$ cat src/design/cpuIntPkg.sv
`default_nettype none

package cpuIntPkg;

	// Datapath widths
	localparam int PC_WIDTH = 8;
	localparam int CC_WIDTH = 4;

	// Fixed program addresses
	localparam logic [PC_WIDTH-1:0] RESET_PC = 8'h00;
	localparam logic [PC_WIDTH-1:0] VECTOR0  = 8'h04;
	localparam logic [PC_WIDTH-1:0] VECTOR1  = 8'h08;

	// Privileged interrupt states
	// VEC states last one commit and load the vector
	// RETI states last one commit and load the return address
	// The _0 suffix marks INT0 nested inside an INT1 handler
	typedef enum logic [3:0] {
		RUN     = 4'd0,
		VEC0    = 4'd1,
		VEC1    = 4'd2,
		VEC1_0  = 4'd3,
		RUN0    = 4'd4,
		RUN1    = 4'd5,
		RUN1_0  = 4'd6,
		RETI0   = 4'd7,
		RETI1   = 4'd8,
		RETI1_0 = 4'd9
	} intStateT;

	// Source of the next program counter value
	typedef enum logic [2:0] {
		NEXT  = 3'd0,
		INTV0 = 3'd1,
		INTV1 = 3'd2,
		INTR0 = 3'd3,
		INTR1 = 3'd4
	} pcSelT;

	// Active condition-code register
	typedef enum logic [1:0] {
		CC_RUN  = 2'd0,
		CC_INT0 = 2'd1,
		CC_INT1 = 2'd2
	} ccSelT;

endpackage

`default_nettype wire
$ cat src/design/ccCtrlIf.sv
`timescale 1ns/1ps
`default_nettype none

interface ccCtrlIf;

	import cpuIntPkg::*;

	// Read select for the condition-code bank
	ccSelT ccSel;

	// One write enable per banked register
	logic enRun;
	logic en0;
	logic en1;

	modport ctrl (
		output ccSel,
		output enRun,
		output en0,
		output en1
	);

	modport bank (
		input ccSel,
		input enRun,
		input en0,
		input en1
	);

endinterface

`default_nettype wire

$ cat src/design/intControlUnit.sv
`timescale 1ns/1ps
`default_nettype none

module intControlUnit (
	input  logic                            CLK,
	input  logic                            RESET,
	input  logic                            commit,
	input  logic                            retiOp,
	input  logic                            eiOp,
	input  logic                            diOp,
	input  logic                            int0,
	input  logic                            int1,
	input  logic [cpuIntPkg::CC_WIDTH-1:0]  ccIn,
	output logic [cpuIntPkg::PC_WIDTH-1:0]  pc,
	output logic [cpuIntPkg::CC_WIDTH-1:0]  cc
);

	import cpuIntPkg::*;

	pcSelT pcSel;
	logic  ldInt0;
	logic  ldInt1;

	// Condition-code bank control
	ccCtrlIf ccCtrl ();

	interruptStateMachine u_interruptStateMachine (
		.CLK    (CLK),
		.RESET  (RESET),
		.commit (commit),
		.retiOp (retiOp),
		.eiOp   (eiOp),
		.diOp   (diOp),
		.int0   (int0),
		.int1   (int1),
		.pcSel  (pcSel),
		.ldInt0 (ldInt0),
		.ldInt1 (ldInt1),
		.ccCtrl (ccCtrl.ctrl)
	);

	programCounter u_programCounter (
		.CLK    (CLK),
		.RESET  (RESET),
		.commit (commit),
		.pcSel  (pcSel),
		.ldInt0 (ldInt0),
		.ldInt1 (ldInt1),
		.pc     (pc)
	);

	conditionCodeBank u_conditionCodeBank (
		.CLK    (CLK),
		.RESET  (RESET),
		.commit (commit),
		.ccIn   (ccIn),
		.ccCtrl (ccCtrl.bank),
		.cc     (cc)
	);

endmodule

`default_nettype wire

$ cat src/design/conditionCodeBank.sv
`timescale 1ns/1ps
`default_nettype none

module conditionCodeBank (
	input  logic                            CLK,
	input  logic                            RESET,
	input  logic                            commit,
	input  logic [cpuIntPkg::CC_WIDTH-1:0]  ccIn,
	ccCtrlIf.bank                           ccCtrl,
	output logic [cpuIntPkg::CC_WIDTH-1:0]  cc
);

	import cpuIntPkg::*;

	// One register for normal code and one per interrupt level
	logic [CC_WIDTH-1:0] ccRun;
	logic [CC_WIDTH-1:0] ccInt0;
	logic [CC_WIDTH-1:0] ccInt1;

	always_ff @(posedge CLK or posedge RESET) begin
		if (RESET) begin
			ccRun  <= '0;
			ccInt0 <= '0;
			ccInt1 <= '0;
		end else if (commit) begin
			if (ccCtrl.enRun) begin
				ccRun <= ccIn;
			end
			if (ccCtrl.en0) begin
				ccInt0 <= ccIn;
			end
			if (ccCtrl.en1) begin
				ccInt1 <= ccIn;
			end
		end
	end

	always_comb begin
		case (ccCtrl.ccSel)
			CC_INT0: cc = ccInt0;
			CC_INT1: cc = ccInt1;
			default: cc = ccRun;
		endcase
	end

	// Writes never go to a register other than the one being read
	assert property (@(posedge CLK) disable iff (RESET)
		commit |-> (ccCtrl.enRun == (ccCtrl.ccSel == CC_RUN))
			&& (ccCtrl.en0 == (ccCtrl.ccSel == CC_INT0))
			&& (ccCtrl.en1 == (ccCtrl.ccSel == CC_INT1)));

endmodule

`default_nettype wire

$ cat src/design/programCounter.sv
`timescale 1ns/1ps
`default_nettype none

module programCounter (
	input  logic                            CLK,
	input  logic                            RESET,
	input  logic                            commit,
	input  cpuIntPkg::pcSelT                pcSel,
	input  logic                            ldInt0,
	input  logic                            ldInt1,
	output logic [cpuIntPkg::PC_WIDTH-1:0]  pc
);

	import cpuIntPkg::*;

	logic [PC_WIDTH-1:0] pcInc;
	logic [PC_WIDTH-1:0] pcNext;

	// Return addresses for the two interrupt levels
	logic [PC_WIDTH-1:0] savedPc0;
	logic [PC_WIDTH-1:0] savedPc1;

	assign pcInc = pc + PC_WIDTH'(1);

	always_comb begin
		case (pcSel)
			INTV0:   pcNext = VECTOR0;
			INTV1:   pcNext = VECTOR1;
			INTR0:   pcNext = savedPc0;
			INTR1:   pcNext = savedPc1;
			default: pcNext = pcInc;
		endcase
	end

	always_ff @(posedge CLK or posedge RESET) begin
		if (RESET) begin
			pc       <= RESET_PC;
			savedPc0 <= '0;
			savedPc1 <= '0;
		end else if (commit) begin
			// Save the address that would have run next
			if (ldInt0) begin
				savedPc0 <= pcInc;
			end
			if (ldInt1) begin
				savedPc1 <= pcInc;
			end
			pc <= pcNext;
		end
	end

	// The INT0 save strobe and the INT0 vector come together from the FSM
	assert property (@(posedge CLK) disable iff (RESET)
		(commit && ldInt0) |=> (pc == VECTOR0));

endmodule

`default_nettype wire

$ cat src/design/interruptStateMachine.sv
`timescale 1ns/1ps
`default_nettype none

module interruptStateMachine (
	input  logic              CLK,
	input  logic              RESET,
	input  logic              commit,
	input  logic              retiOp,
	input  logic              eiOp,
	input  logic              diOp,
	input  logic              int0,
	input  logic              int1,
	output cpuIntPkg::pcSelT  pcSel,
	output logic              ldInt0,
	output logic              ldInt1,
	ccCtrlIf.ctrl             ccCtrl
);

	import cpuIntPkg::*;

	intStateT state;
	intStateT stateNext;
	pcSelT    pcSelNext;
	logic     ldInt0Next;
	logic     ldInt1Next;

	// INT1 mask that EI sets and DI clears
	logic     intEnable;

	// INT0 always wins over INT1 and RETI
	always_comb begin
		case (state)
			RUN: begin
				if (int0) begin
					stateNext = VEC0;
				end else if (int1 && intEnable) begin
					stateNext = VEC1;
				end else begin
					stateNext = RUN;
				end
			end
			VEC0: begin
				stateNext = RUN0;
			end
			VEC1: begin
				if (int0) begin
					stateNext = VEC1_0;
				end else begin
					stateNext = RUN1;
				end
			end
			VEC1_0: begin
				stateNext = RUN1_0;
			end
			RUN0: begin
				if (retiOp) begin
					stateNext = RETI0;
				end else begin
					stateNext = RUN0;
				end
			end
			RUN1: begin
				if (int0) begin
					stateNext = VEC1_0;
				end else if (retiOp) begin
					stateNext = RETI1;
				end else begin
					stateNext = RUN1;
				end
			end
			RUN1_0: begin
				if (retiOp) begin
					stateNext = RETI1_0;
				end else begin
					stateNext = RUN1_0;
				end
			end
			RETI0: begin
				stateNext = RUN;
			end
			RETI1: begin
				if (int0) begin
					stateNext = VEC0;
				end else begin
					stateNext = RUN;
				end
			end
			RETI1_0: begin
				stateNext = RUN1;
			end
			default: begin
				stateNext = RUN;
			end
		endcase
	end

	// Bank control follows the current state only
	always_comb begin
		case (state)
			RUN:               ccCtrl.ccSel = CC_RUN;
			VEC1, RUN1, RETI1: ccCtrl.ccSel = CC_INT1;
			default:           ccCtrl.ccSel = CC_INT0;
		endcase
	end

	// Write enables decoded straight from the state
	assign ccCtrl.enRun = (state == RUN);
	assign ccCtrl.en0   = (state inside {VEC0, VEC1_0, RUN0, RUN1_0, RETI0, RETI1_0});
	assign ccCtrl.en1   = (state inside {VEC1, RUN1, RETI1});

	// Save strobes mark the vector states being entered
	assign ldInt0Next = (stateNext inside {VEC0, VEC1_0});
	assign ldInt1Next = (stateNext == VEC1);

	// PC source is decoded from the state being entered
	always_comb begin
		pcSelNext = NEXT;
		case (stateNext)
			VEC0, VEC1_0: begin
				pcSelNext = INTV0;
			end
			VEC1: begin
				pcSelNext = INTV1;
			end
			RETI0, RETI1_0: begin
				pcSelNext = INTR0;
			end
			RETI1: begin
				pcSelNext = INTR1;
			end
			default: begin
				pcSelNext = NEXT;
			end
		endcase
	end

	always_ff @(posedge CLK or posedge RESET) begin
		if (RESET) begin
			state     <= RUN;
			pcSel     <= NEXT;
			ldInt0    <= 1'b0;
			ldInt1    <= 1'b0;
			intEnable <= 1'b0;
		end else if (commit) begin
			state  <= stateNext;
			pcSel  <= pcSelNext;
			ldInt0 <= ldInt0Next;
			ldInt1 <= ldInt1Next;
			if (eiOp) begin
				intEnable <= 1'b1;
			end else if (diOp) begin
				intEnable <= 1'b0;
			end
		end
	end

	// Exactly one bank register is written on any commit
	assert property (@(posedge CLK) disable iff (RESET)
		$onehot({ccCtrl.enRun, ccCtrl.en0, ccCtrl.en1}));

	// The PC unit can only save one return address per commit
	assert property (@(posedge CLK) disable iff (RESET)
		!(ldInt0 && ldInt1));

	assert property (@(posedge CLK) disable iff (RESET)
		state inside {RUN, VEC0, VEC1, VEC1_0, RUN0, RUN1, RUN1_0, RETI0, RETI1, RETI1_0});

endmodule

`default_nettype wire

$ cat config.mk
export PLATFORM = sky130hd
export DESIGN_NAME = intControlUnit
export DESIGN_NICKNAME = d
export VERILOG_FILES = /design/src/design/cpuIntPkg.sv /design/src/design/ccCtrlIf.sv /design/src/design/intControlUnit.sv /design/src/design/conditionCodeBank.sv /design/src/design/programCounter.sv /design/src/design/interruptStateMachine.sv
export SDC_FILE = /design/constraint.sdc
export NUM_CORES = 1
export LEC_CHECK = 0
export BUFFER_PORTS_ARGS = -buffer_cell sky130_fd_sc_hd__buf_2
export CAP_MARGIN = 25
export CELL_PAD_IN_SITES_DETAIL_PLACEMENT = 1
export CELL_PAD_IN_SITES_GLOBAL_PLACEMENT = 2
export CORE_MARGIN = 2
export CORE_UTILIZATION = 34
export CTS_BUF_LIST = sky130_fd_sc_hd__clkbuf_16
export CTS_CLUSTER_DIAMETER = 60
export DETAILED_ROUTE_END_ITERATION = 12
export PLACE_DENSITY_LB_ADDON = 0.2
export SYNTH_ARGS = -nofsm -noshare
export SYNTH_HDL_FRONTEND = slang
export SYNTH_SLANG_ARGS = --single-unit
export TNS_END_PERCENT = 10
$ cat constraint.sdc
create_clock -name CLK -period 1.7 [get_ports CLK]
set_input_delay 0.17 -clock CLK [delete_from_list [all_inputs] [get_ports CLK]]
set_output_delay 0.17 -clock CLK [all_outputs]
set_load 0.1 [all_outputs]
Yosys cells after proc, flatten, opt, wreduce, memory -nomap -nowiden:

Index checks and enable logic that the tools add are counted.

* $add $sub $neg: 1
* multiplexer cells: 15
* equality and inequality tests: 21
* reductions and logical operators: 15

Operator list (count)
* 4-bit case mux with 9 select lines: 1
* 8-bit case mux with 4 select lines: 1
* 4-bit by 3-bit equality test with 1-bit output (second input constant): 5
* 4-bit by 2-bit equality test with 1-bit output (second input constant): 4
* 4-bit equality test (second input constant): 4
* 4-bit two-way mux: 4
* 3-bit case mux with 4 select lines: 1
* 2-bit AND reduction: 6
* 8-bit by 1-bit adder with 8-bit output (second input constant): 1
* 4-bit by 1-bit equality test with 1-bit output (second input constant): 2
* 4-bit case mux with 2 select lines: 1
* 3-bit by 2-bit equality test with 1-bit output (second input constant): 2
* 6-bit nonzero test: 1
* 4-bit logical NOT: 1
* 2-bit two-way mux: 2
* 2-bit case mux with 2 select lines: 1
* 2-bit nonzero test: 2
* 2-bit OR reduction: 2
* 3-bit by 1-bit equality test with 1-bit output (second input constant): 1
* 3-bit equality test (second input constant): 1
* 1-bit two-way mux: 3
* 3-bit two-way mux: 1
* 3-bit nonzero test: 1
* 3-bit OR reduction: 1
* 3 further kinds: 3

* output and inout port bits: 12
* register bits: 46

Depth between registers and ports, before layout:

Gate-level depths: netlist (run 1).

* depth in word-level cells: 7
* mapped depth: 6
* depth with buffers taken out: 5

Cells and area by module:

Synthesis (run 1) repeated with hierarchy kept, for this count alone.

* cell total of the unflattened synthesis: 263
* area total of the unflattened synthesis: 2538.7 µm²

By module, submodules not included
* programCounter: cells each 141, instances 1, seq. area each 600.6 µm², area each 1286.2 µm²
* interruptStateMachine: cells each 78, instances 1, seq. area each 250.2 µm², area each 704.4 µm²
* conditionCodeBank: cells each 44, instances 1, seq. area each 300.3 µm², area each 548.0 µm²

Worst setup path before layout (run 1):

Ideal clock, no wire load.

* path type: reg-to-output
* from: register u_interruptStateMachine.state[0]
* to: output port cc[0] (netlist name)
* buffers on the path: 2
* stages on the path, launching flop included: 7
* arrival time: 3.250 ns
* required time: 1.530 ns
* path slack: -1.720 ns
* cells stage by stage: dfrtp_1 -> buf_2 -> and4bb_2 -> a21o_1 -> buf_4 -> mux2i_1 -> o21ai_0

* longest elaborated chain between the ends: 5
* elaborated cells between the ends (all ways): 9
* those cells by class: 5 x eq/ne; 2 x mux; 2 x reduce/logical

RTL lines
* start, declared: RTL line interruptStateMachine.sv:21 `intStateT state;`
* start signal, assigned: RTL line interruptStateMachine.sv:145 `state <= stateNext;`
* 4-bit equality test, or another cell as far along: RTL line interruptStateMachine.sv:99 `case (state)`
* 3-bit OR reduction: RTL line interruptStateMachine.sv:99
* 2-bit case mux with 2 select lines *: RTL line interruptStateMachine.sv:99
* 2-bit equality test or 2-bit by 1-bit equality test with 1-bit output (tied branches): RTL line conditionCodeBank.sv:39 `case (ccCtrl.ccSel)`
* 4-bit case mux with 2 select lines *: RTL line conditionCodeBank.sv:39
* end, declared: RTL line intControlUnit.sv:15 `output logic [cpuIntPkg::CC_WIDTH-1:0] cc`

Every way passes the cells marked *; elsewhere a longest branch is shown, timed or not.

Worst setup path in the final report (run 1):

* from: register u_interruptStateMachine.state[1]
* to: output port cc[3] (netlist name)

The elaborated chain is that of the path after synthesis.

==> impl_metrics.json, run 1 <==
{
  "postRouteAntennaNets": 0,
  "max_stage_delay_ns": 0.40,
  "finalHoldViolations": 0,
  "via_per_inst": 5.06,
  "design_area_um2": 3200,
  "synth_compound_area_share_pct": 17.9,
  "grt-ovfl-total": 0,
  "ir_drop_mv": 0.849,
  "first_pass_iters": 4,
  "cp_max_fo": 5,
  "post_drt_wl_per_cell_um": 16.6,
  "crit_arrival_ns": 1.81,
  "rows": 31,
  "cts_tree": "built",
  "ys_seq_area_share_pct": 46.7,
  "wl_um": 6450,
  "grt.total_usage_pct": 17.2,
  "crit_required_ns": 1.53,
  "drive_gt1_share_pct": 34.1,
  "clk_latency_ns": 0.28,
  "antennaDiodeCount": 0,
  "finalCritPeriodShare_pct": 116,
  "synthSimpleGateAreaFrac_pct": 16.6,
  "placed_area_um2": 2940,
  "fp.dieH_um": 89.1,
  "syn_nets": 263,
  "tightestPinTransition_ns": 0.475,
  "slew_headroom_pct": 68.3,
  "period_minus_slack_ns": 1.98,
  "dp_cells": 375,
  "final_cells": 389,
  "io_pins": 24,
  "fmax_ghz": 0.506,
  "start_kind": "flip-flop",
  "mostFrequentLayoutCells": "dfrtp_1, nand2_1, buf_4, o21ai_0, buf_2",
  "numCtsBuffers": 5,
  "place_hpwl_um": 4570,
  "crit_slowest_cell": "dfrtp_1",
  "synthAdderAreaFrac_pct": 0.508,
  "seqCellArea_um2": 1160,
  "ys_ff_latch": 46,
  "multi_input_area_um2": 1290,
  "antenna_found_initial": 0,
  "cp_common_cell": "buf_12",
  "skew_ns": 0.00482,
  "synthMuxAreaShare_pct": 9.75,
  "grt_pass1_wl_um": 10300,
  "die_w_um": 89.1,
  "rsz0062_at_grt": "yes",
  "grt_pass1_vias": 1983,
  "regToRegSetupSlack_ns": 0.05,
  "h-tree-depth": 2,
  "violations": "negative setup slack",
  "worst_slack_ns": -0.278,
  "setup_violations": 4,
  "clock_path_buffers": 2,
  "ys_types": 49,
  "synth-xor-area-share_pct": 3.55,
  "synthFlopType": "dfrtp_1",
  "dr_total_vias": 1970,
  "drt_iter0_drc": 70,
  "fin_nets": 302,
  "ctsRootBufferMaster": "clkbuf_16",
  "drv_slew": 0,
  "layout.cells.most_common": "dfrtp_1",
  "yosys_warnings": 0,
  "crit_chain": "and4bb_2, a21o_1, buf_12, mux2i_4, o21ai_4, buf_12",
  "clock_sink_count": 46,
  "synth_area_um2": 2460,
  "drv_cap": 0,
  "synthCells": 250,
  "area_growth_pct": 29.9,
  "synth_top_family_by_area": "compound AO/OA/AOI/OAI gates",
  "finish.utilization_pct": 44.9,
  "fp.dieArea_um2": 7950,
  "synth_edf_count": 0,
  "place.port_buffers": 23,
  "p_leak_nw": 1.38,
  "worstHoldPathType": "input port to flip-flop",
  "fill_cells": 836,
  "cp-end-kind": "output port",
  "syn_avg_cell_area_um2": 9.86,
  "async_reset_ff_share_pct": 100,
  "drc": 0,
  "finalPower_w": 0.00743,
  "power_density_nw_per_um2": 2320,
  "status": "finished, violations left",
  "coreArea_um2": 7140,
  "grt_max_degree": 28,
  "routabilityCongestion": 0.791,
  "clkTransAtPathRegs_ns": 0.06,
  "start_util_pct": 34.5,
  "path_class": "flip-flop to output port"
}
state kept, by name, indices dropped and copies added (netlist names), 3 cells and up:
register,flops
u_programCounter.pc,8
u_interruptStateMachine.state,4
u_conditionCodeBank.ccInt1,4
u_conditionCodeBank.ccInt0,4
u_programCounter.savedPc1,8
u_interruptStateMachine.pcSel,3
u_programCounter.savedPc0,8
u_conditionCodeBank.ccRun,4
final cells by class:
class,count,area share [%]
clock buffer,5,3.91
timing repair buffer,52,13.6
clock inverter,3,1.25
tap,99,3.87
sequential,46,36.2
multi-input combinational,177,40.4
inverter,7,0.820
critical path, delay by kind of cell, from the launching register on:
family / cells / cell delay, ns
AOI/OAI and AO/OA: 2 / 0.33
buffers and inverters: 2 / 0.34
DFF: 1 / 0.40
muxes: 1 / 0.19
and+or+nand+nor: 1 / 0.27
metrics by stage:
stage,setup TNS (ns),hold slack [ns],setup WS [ns]
after floorplan,-1.10,0.316,-0.192
after detailed placement,0,0.216,0.0175
final,-1.09,0.116,-0.278
after CTS,-1.07,0.113,-0.269
after global placement,0,0.208,0.0485
after global routing,-1.33,0.117,-0.332
final timing paths:
check | from | to | depth (start not counted)
setup / recovery | u_interruptStateMachine.state[1]$_DFFE_PP0P_ | cc[3] | 6
hold / removal | eiOp | u_interruptStateMachine.intEnable$_DFFE_PP0P_ | 2
setup reg to reg | u_interruptStateMachine.state[1]$_DFFE_PP0P_ | u_interruptStateMachine.pcSel[1]$_DFFE_PP0P_ | 6
hold reg to reg | u_programCounter.savedPc0[5]$_DFFE_PP0P_ | u_programCounter.savedPc0[5]$_DFFE_PP0P_ | 2
max in group asynchronous | RESET | u_programCounter.pc[0]$_DFFE_PP0P_ | 4
min in group asynchronous | RESET | u_programCounter.savedPc0[3]$_DFFE_PP0P_ | 3
report_power, final:
part | internal (W) | switching (W)
clock network | 0.000688 | 0.000415
registers | 0.00156 | 0.000387
logic | 0.00177 | 0.00262
repair_timing:
item	CTS	global route
pin swaps	2	2
endpoints found under the setup margin	4	8
cloned	0	0
endpoints found under the hold margin	19	0
buffers inserted	4	1
gates resized for setup	6	5
hold buffers	1	0
kinds of logic (layout without fill, tap and decap cells):
kind of cell,Yosys count,in the layout
AND/OR/NAND/NOR,77,77
AO/OA/AOI/OAI,67,67
flip-flops,46,46
buffers and inverters,27,67
multiplexers,22,22
XOR/XNOR,10,10
adder cells (fa/ha/maj),1,1
synth_stat cells (all sizes together), types with 2 or more instances:
library cell | count | area, µm²
dfrtp | 46 | 1150
nand2 | 34 | 133
o21ai | 23 | 115
mux2 | 16 | 180
buf | 15 | 76.3
nor2 | 12 | 45.0
a21oi | 9 | 45.0
nor2b | 8 | 50.1
inv | 7 | 26.3
mux2i | 6 | 60.1
clkbuf | 5 | 18.8
xnor2 | 5 | 43.8
xor2 | 5 | 43.8
o22a | 4 | 35.0
o31ai | 4 | 30.0
a31oi | 3 | 18.8
and4 | 3 | 26.3
nand3 | 3 | 15.0
nor3 | 3 | 15.0
o211ai | 3 | 22.5
o21a | 3 | 22.5
o2bb2ai | 3 | 26.3
a221o | 2 | 20.0
a22oi | 2 | 15.0
a2bb2oi | 2 | 17.5
and2 | 2 | 12.5
nand2b | 2 | 12.5
nor3b | 2 | 20.0
o22ai | 2 | 12.5
metal layers:
layer  vias up  GRT usage (%)  wire length [µm]
met5         -              0                 0
met4         0           4.88                72
met3         6           3.88               137
met2        22           28.6              3340
met1       976           22.7              2900
li1        966              -                 -
Note: power is estimated with default switching activity, not from simulation.
==> inputs of run 2 (changes only) <==
--- a/config.mk
+++ b/config.mk
@@ -14,7 +14,10 @@
 export CTS_BUF_LIST = sky130_fd_sc_hd__clkbuf_16
 export CTS_CLUSTER_DIAMETER = 60
 export DETAILED_ROUTE_END_ITERATION = 12
+export GPL_ROUTABILITY_DRIVEN = 0
+export MAX_ROUTING_LAYER = met4
 export PLACE_DENSITY_LB_ADDON = 0.2
+export REMOVE_ABC_BUFFERS = 1
 export SYNTH_ARGS = -nofsm -noshare
 export SYNTH_HDL_FRONTEND = slang
 export SYNTH_SLANG_ARGS = --single-unit
==> run 2 against run 1 <==
  * The flow still finishes with violations (negative setup slack)
  * Cell area shrank 2.7%
  * Core utilization decreased by 1.2 points
  * Register-to-register slack got worse by 0.02 ns
  * Clock-buffer cell count is the same
  * Global-route usage up 0.79 points
  * Flip-flop and latch count stayed put
  * Sequential power down 3%
  * Via count up 1.5%
  * Critical endpoint is now cc[0]
  * Clock skew decreased by 0.0014 ns
  * Power down 5.9%
  * Fmax rose by 4.2%
  * Combinational power fell by 5.9%
==> impl_metrics.json, run 2 (synthesis results as in run 1) <==
{
  "drt_iter0_drc": 70,
  "p_leak_nw": 1.38,
  "drc": 0,
  "tightestPinTransition_ns": 0.486,
  "place.port_buffers": 23,
  "design_area_um2": 3120,
  "worst_slack_ns": -0.199,
  "grt_pass1_vias": 2152,
  "cts_tree": "built",
  "rows": 31,
  "dr_total_vias": 1999,
  "start_util_pct": 34.5,
  "post_drt_wl_per_cell_um": 16.2,
  "via_per_inst": 5.10,
  "numCtsBuffers": 5,
  "fmax_ghz": 0.527,
  "die_w_um": 89.1,
  "status": "finished, violations left",
  "finalHoldViolations": 0,
  "route.layer.met1.wl_um": 3160,
  "antenna_found_initial": 0,
  "power_density_nw_per_um2": 2240,
  "io_pins": 24,
  "reg_top3": "u_programCounter.pc x8, u_programCounter.savedPc0 x8, u_programCounter.savedPc1 x8",
  "path_class": "flip-flop to output port",
  "drive_gt1_share_pct": 32.1,
  "start_kind": "flip-flop",
  "cp_max_fo": 5,
  "grt-ovfl-total": 0,
  "fp.dieH_um": 89.1,
  "finalPower_w": 0.00700,
  "drv_slew": 0,
  "grt_pass1_wl_um": 10800,
  "rsz0062_at_grt": "yes",
  "area_growth_pct": 26.4,
  "final_cells": 392,
  "clock_sink_count": 46,
  "antennaDiodeCount": 0,
  "grt.total_usage_pct": 18.0,
  "crit_arrival_ns": 1.73,
  "cp-end-kind": "output port",
  "wl_met3_um": 97,
  "period_minus_slack_ns": 1.90,
  "layout.cells.most_common": "dfrtp_1",
  "highest_layer": "met4",
  "postRouteAntennaNets": 0,
  "clock_path_buffers": 2,
  "ir_drop_mv": 1.61,
  "mostFrequentLayoutCells": "dfrtp_1, nand2_1, buf_4, o21ai_0, buf_2",
  "clkTransAtPathRegs_ns": 0.07,
  "skew_ns": 0.00341,
  "wl_met2_um": 3030,
  "violations": "negative setup slack",
  "placed_area_um2": 2890,
  "grt_max_degree": 21,
  "first_pass_iters": 4,
  "clk_latency_ns": 0.28,
  "ctsRootBufferMaster": "clkbuf_16",
  "h-tree-depth": 2,
  "slew_headroom_pct": 67.8,
  "wl_um": 6350,
  "fin_nets": 305,
  "coreArea_um2": 7140,
  "finish.utilization_pct": 43.7,
  "setup_violations": 4,
  "place_hpwl_um": 4640,
  "finalCritPeriodShare_pct": 112,
  "worstHoldPathType": "input port to flip-flop",
  "fp.dieArea_um2": 7950,
  "dp_cells": 382,
  "drv_cap": 0,
  "crit_required_ns": 1.53,
  "dp_slack_ns": -0.0776
}
==> run 2: changes by cell type in the layout (fill, tap and decap cells not counted), sizes merged <==
cell / previous run / this run
bufinv: 1 / 0
buf: 51 / 54
clkinvlp: 0 / 1
==> run 2: area by class of cell <==
class                           instances  area (µm²)
Clock buffer                            5         125
Clock inverter                          3        21.3
Fill cell                             834        4020
Inverter                                7        26.3
Multi-Input combinational cell        177        1230
Sequential cell                        46        1150
Tap cell                               99         124
Timing Repair Buffer                   55         440
==> run 2: report_power, final <==
group          internal [W]  switching, W  leakage, nW  total [W]
Clock              0.000545      0.000436       0.0698   0.000981
Combinational       0.00160       0.00253        0.735    0.00413
Sequential          0.00154      0.000345        0.571    0.00189
Total               0.00369       0.00331         1.38    0.00700
==> run 2: metrics by stage <==
step | hold slack [ns] | TNS (ns)
5_1_grt | 0.132 | -1.27
3_3_place_gp | 0.201 | -0.102
4_1_cts | 0.110 | -0.928
6_report | 0.115 | -0.763
2_1_floorplan | 0.255 | -10.13
3_5_place_dp | 0.205 | -0.243
==> run 2: critical path: stages, from the launching register on <==
cell and delay (ns):
dfrtp_1 0.42, buf_6 0.15, nor4_4 0.35, buf_6 0.19, nand2_1 0.07, o21ai_2 0.08, buf_12 0.19
==> run 2: repair_timing <==
item                       in CTS  in global routing
hold endpoints to repair       18                  0
pin swaps                       1                  9
setup endpoints to repair       4                  5
buffers inserted                0                  4
hold buffers                    1                  0
cloned                          0                  1
resized for setup               7                 15
==> run 2: layer usage <==
| metal | up-vias | global-route usage [%] |
|---|---|---|
| li1 | 969 | - |
| met5 | - | - |
| met2 | 15 | 28.6 |
| met3 | 6 | 3.14 |
| met4 | 0 | 4.21 |
| met1 | 1009 | 24.2 |
==> run 2: path summary, 6_finish.rpt <==
kind / cells past startpoint / to / slack [ns] / from
worst max register to register: 7 / u_interruptStateMachine.pcSel[1]$_DFFE_PP0P_ / 0.03 / u_interruptStateMachine.state[0]$_DFFE_PP0P_
max in group asynchronous: 4 / u_programCounter.savedPc1[2]$_DFFE_PP0P_ / 0.72 / RESET
worst max-delay path: 6 / cc[0] / -0.20 / u_interruptStateMachine.state[0]$_DFFE_PP0P_
worst min-delay path: 2 / u_interruptStateMachine.intEnable$_DFFE_PP0P_ / 0.11 / eiOp
worst min register to register: 2 / u_programCounter.savedPc1[5]$_DFFE_PP0P_ / 0.48 / u_programCounter.savedPc1[5]$_DFFE_PP0P_
min in group asynchronous: 3 / u_conditionCodeBank.ccInt0[0]$_DFFE_PP0P_ / 0.42 / RESET
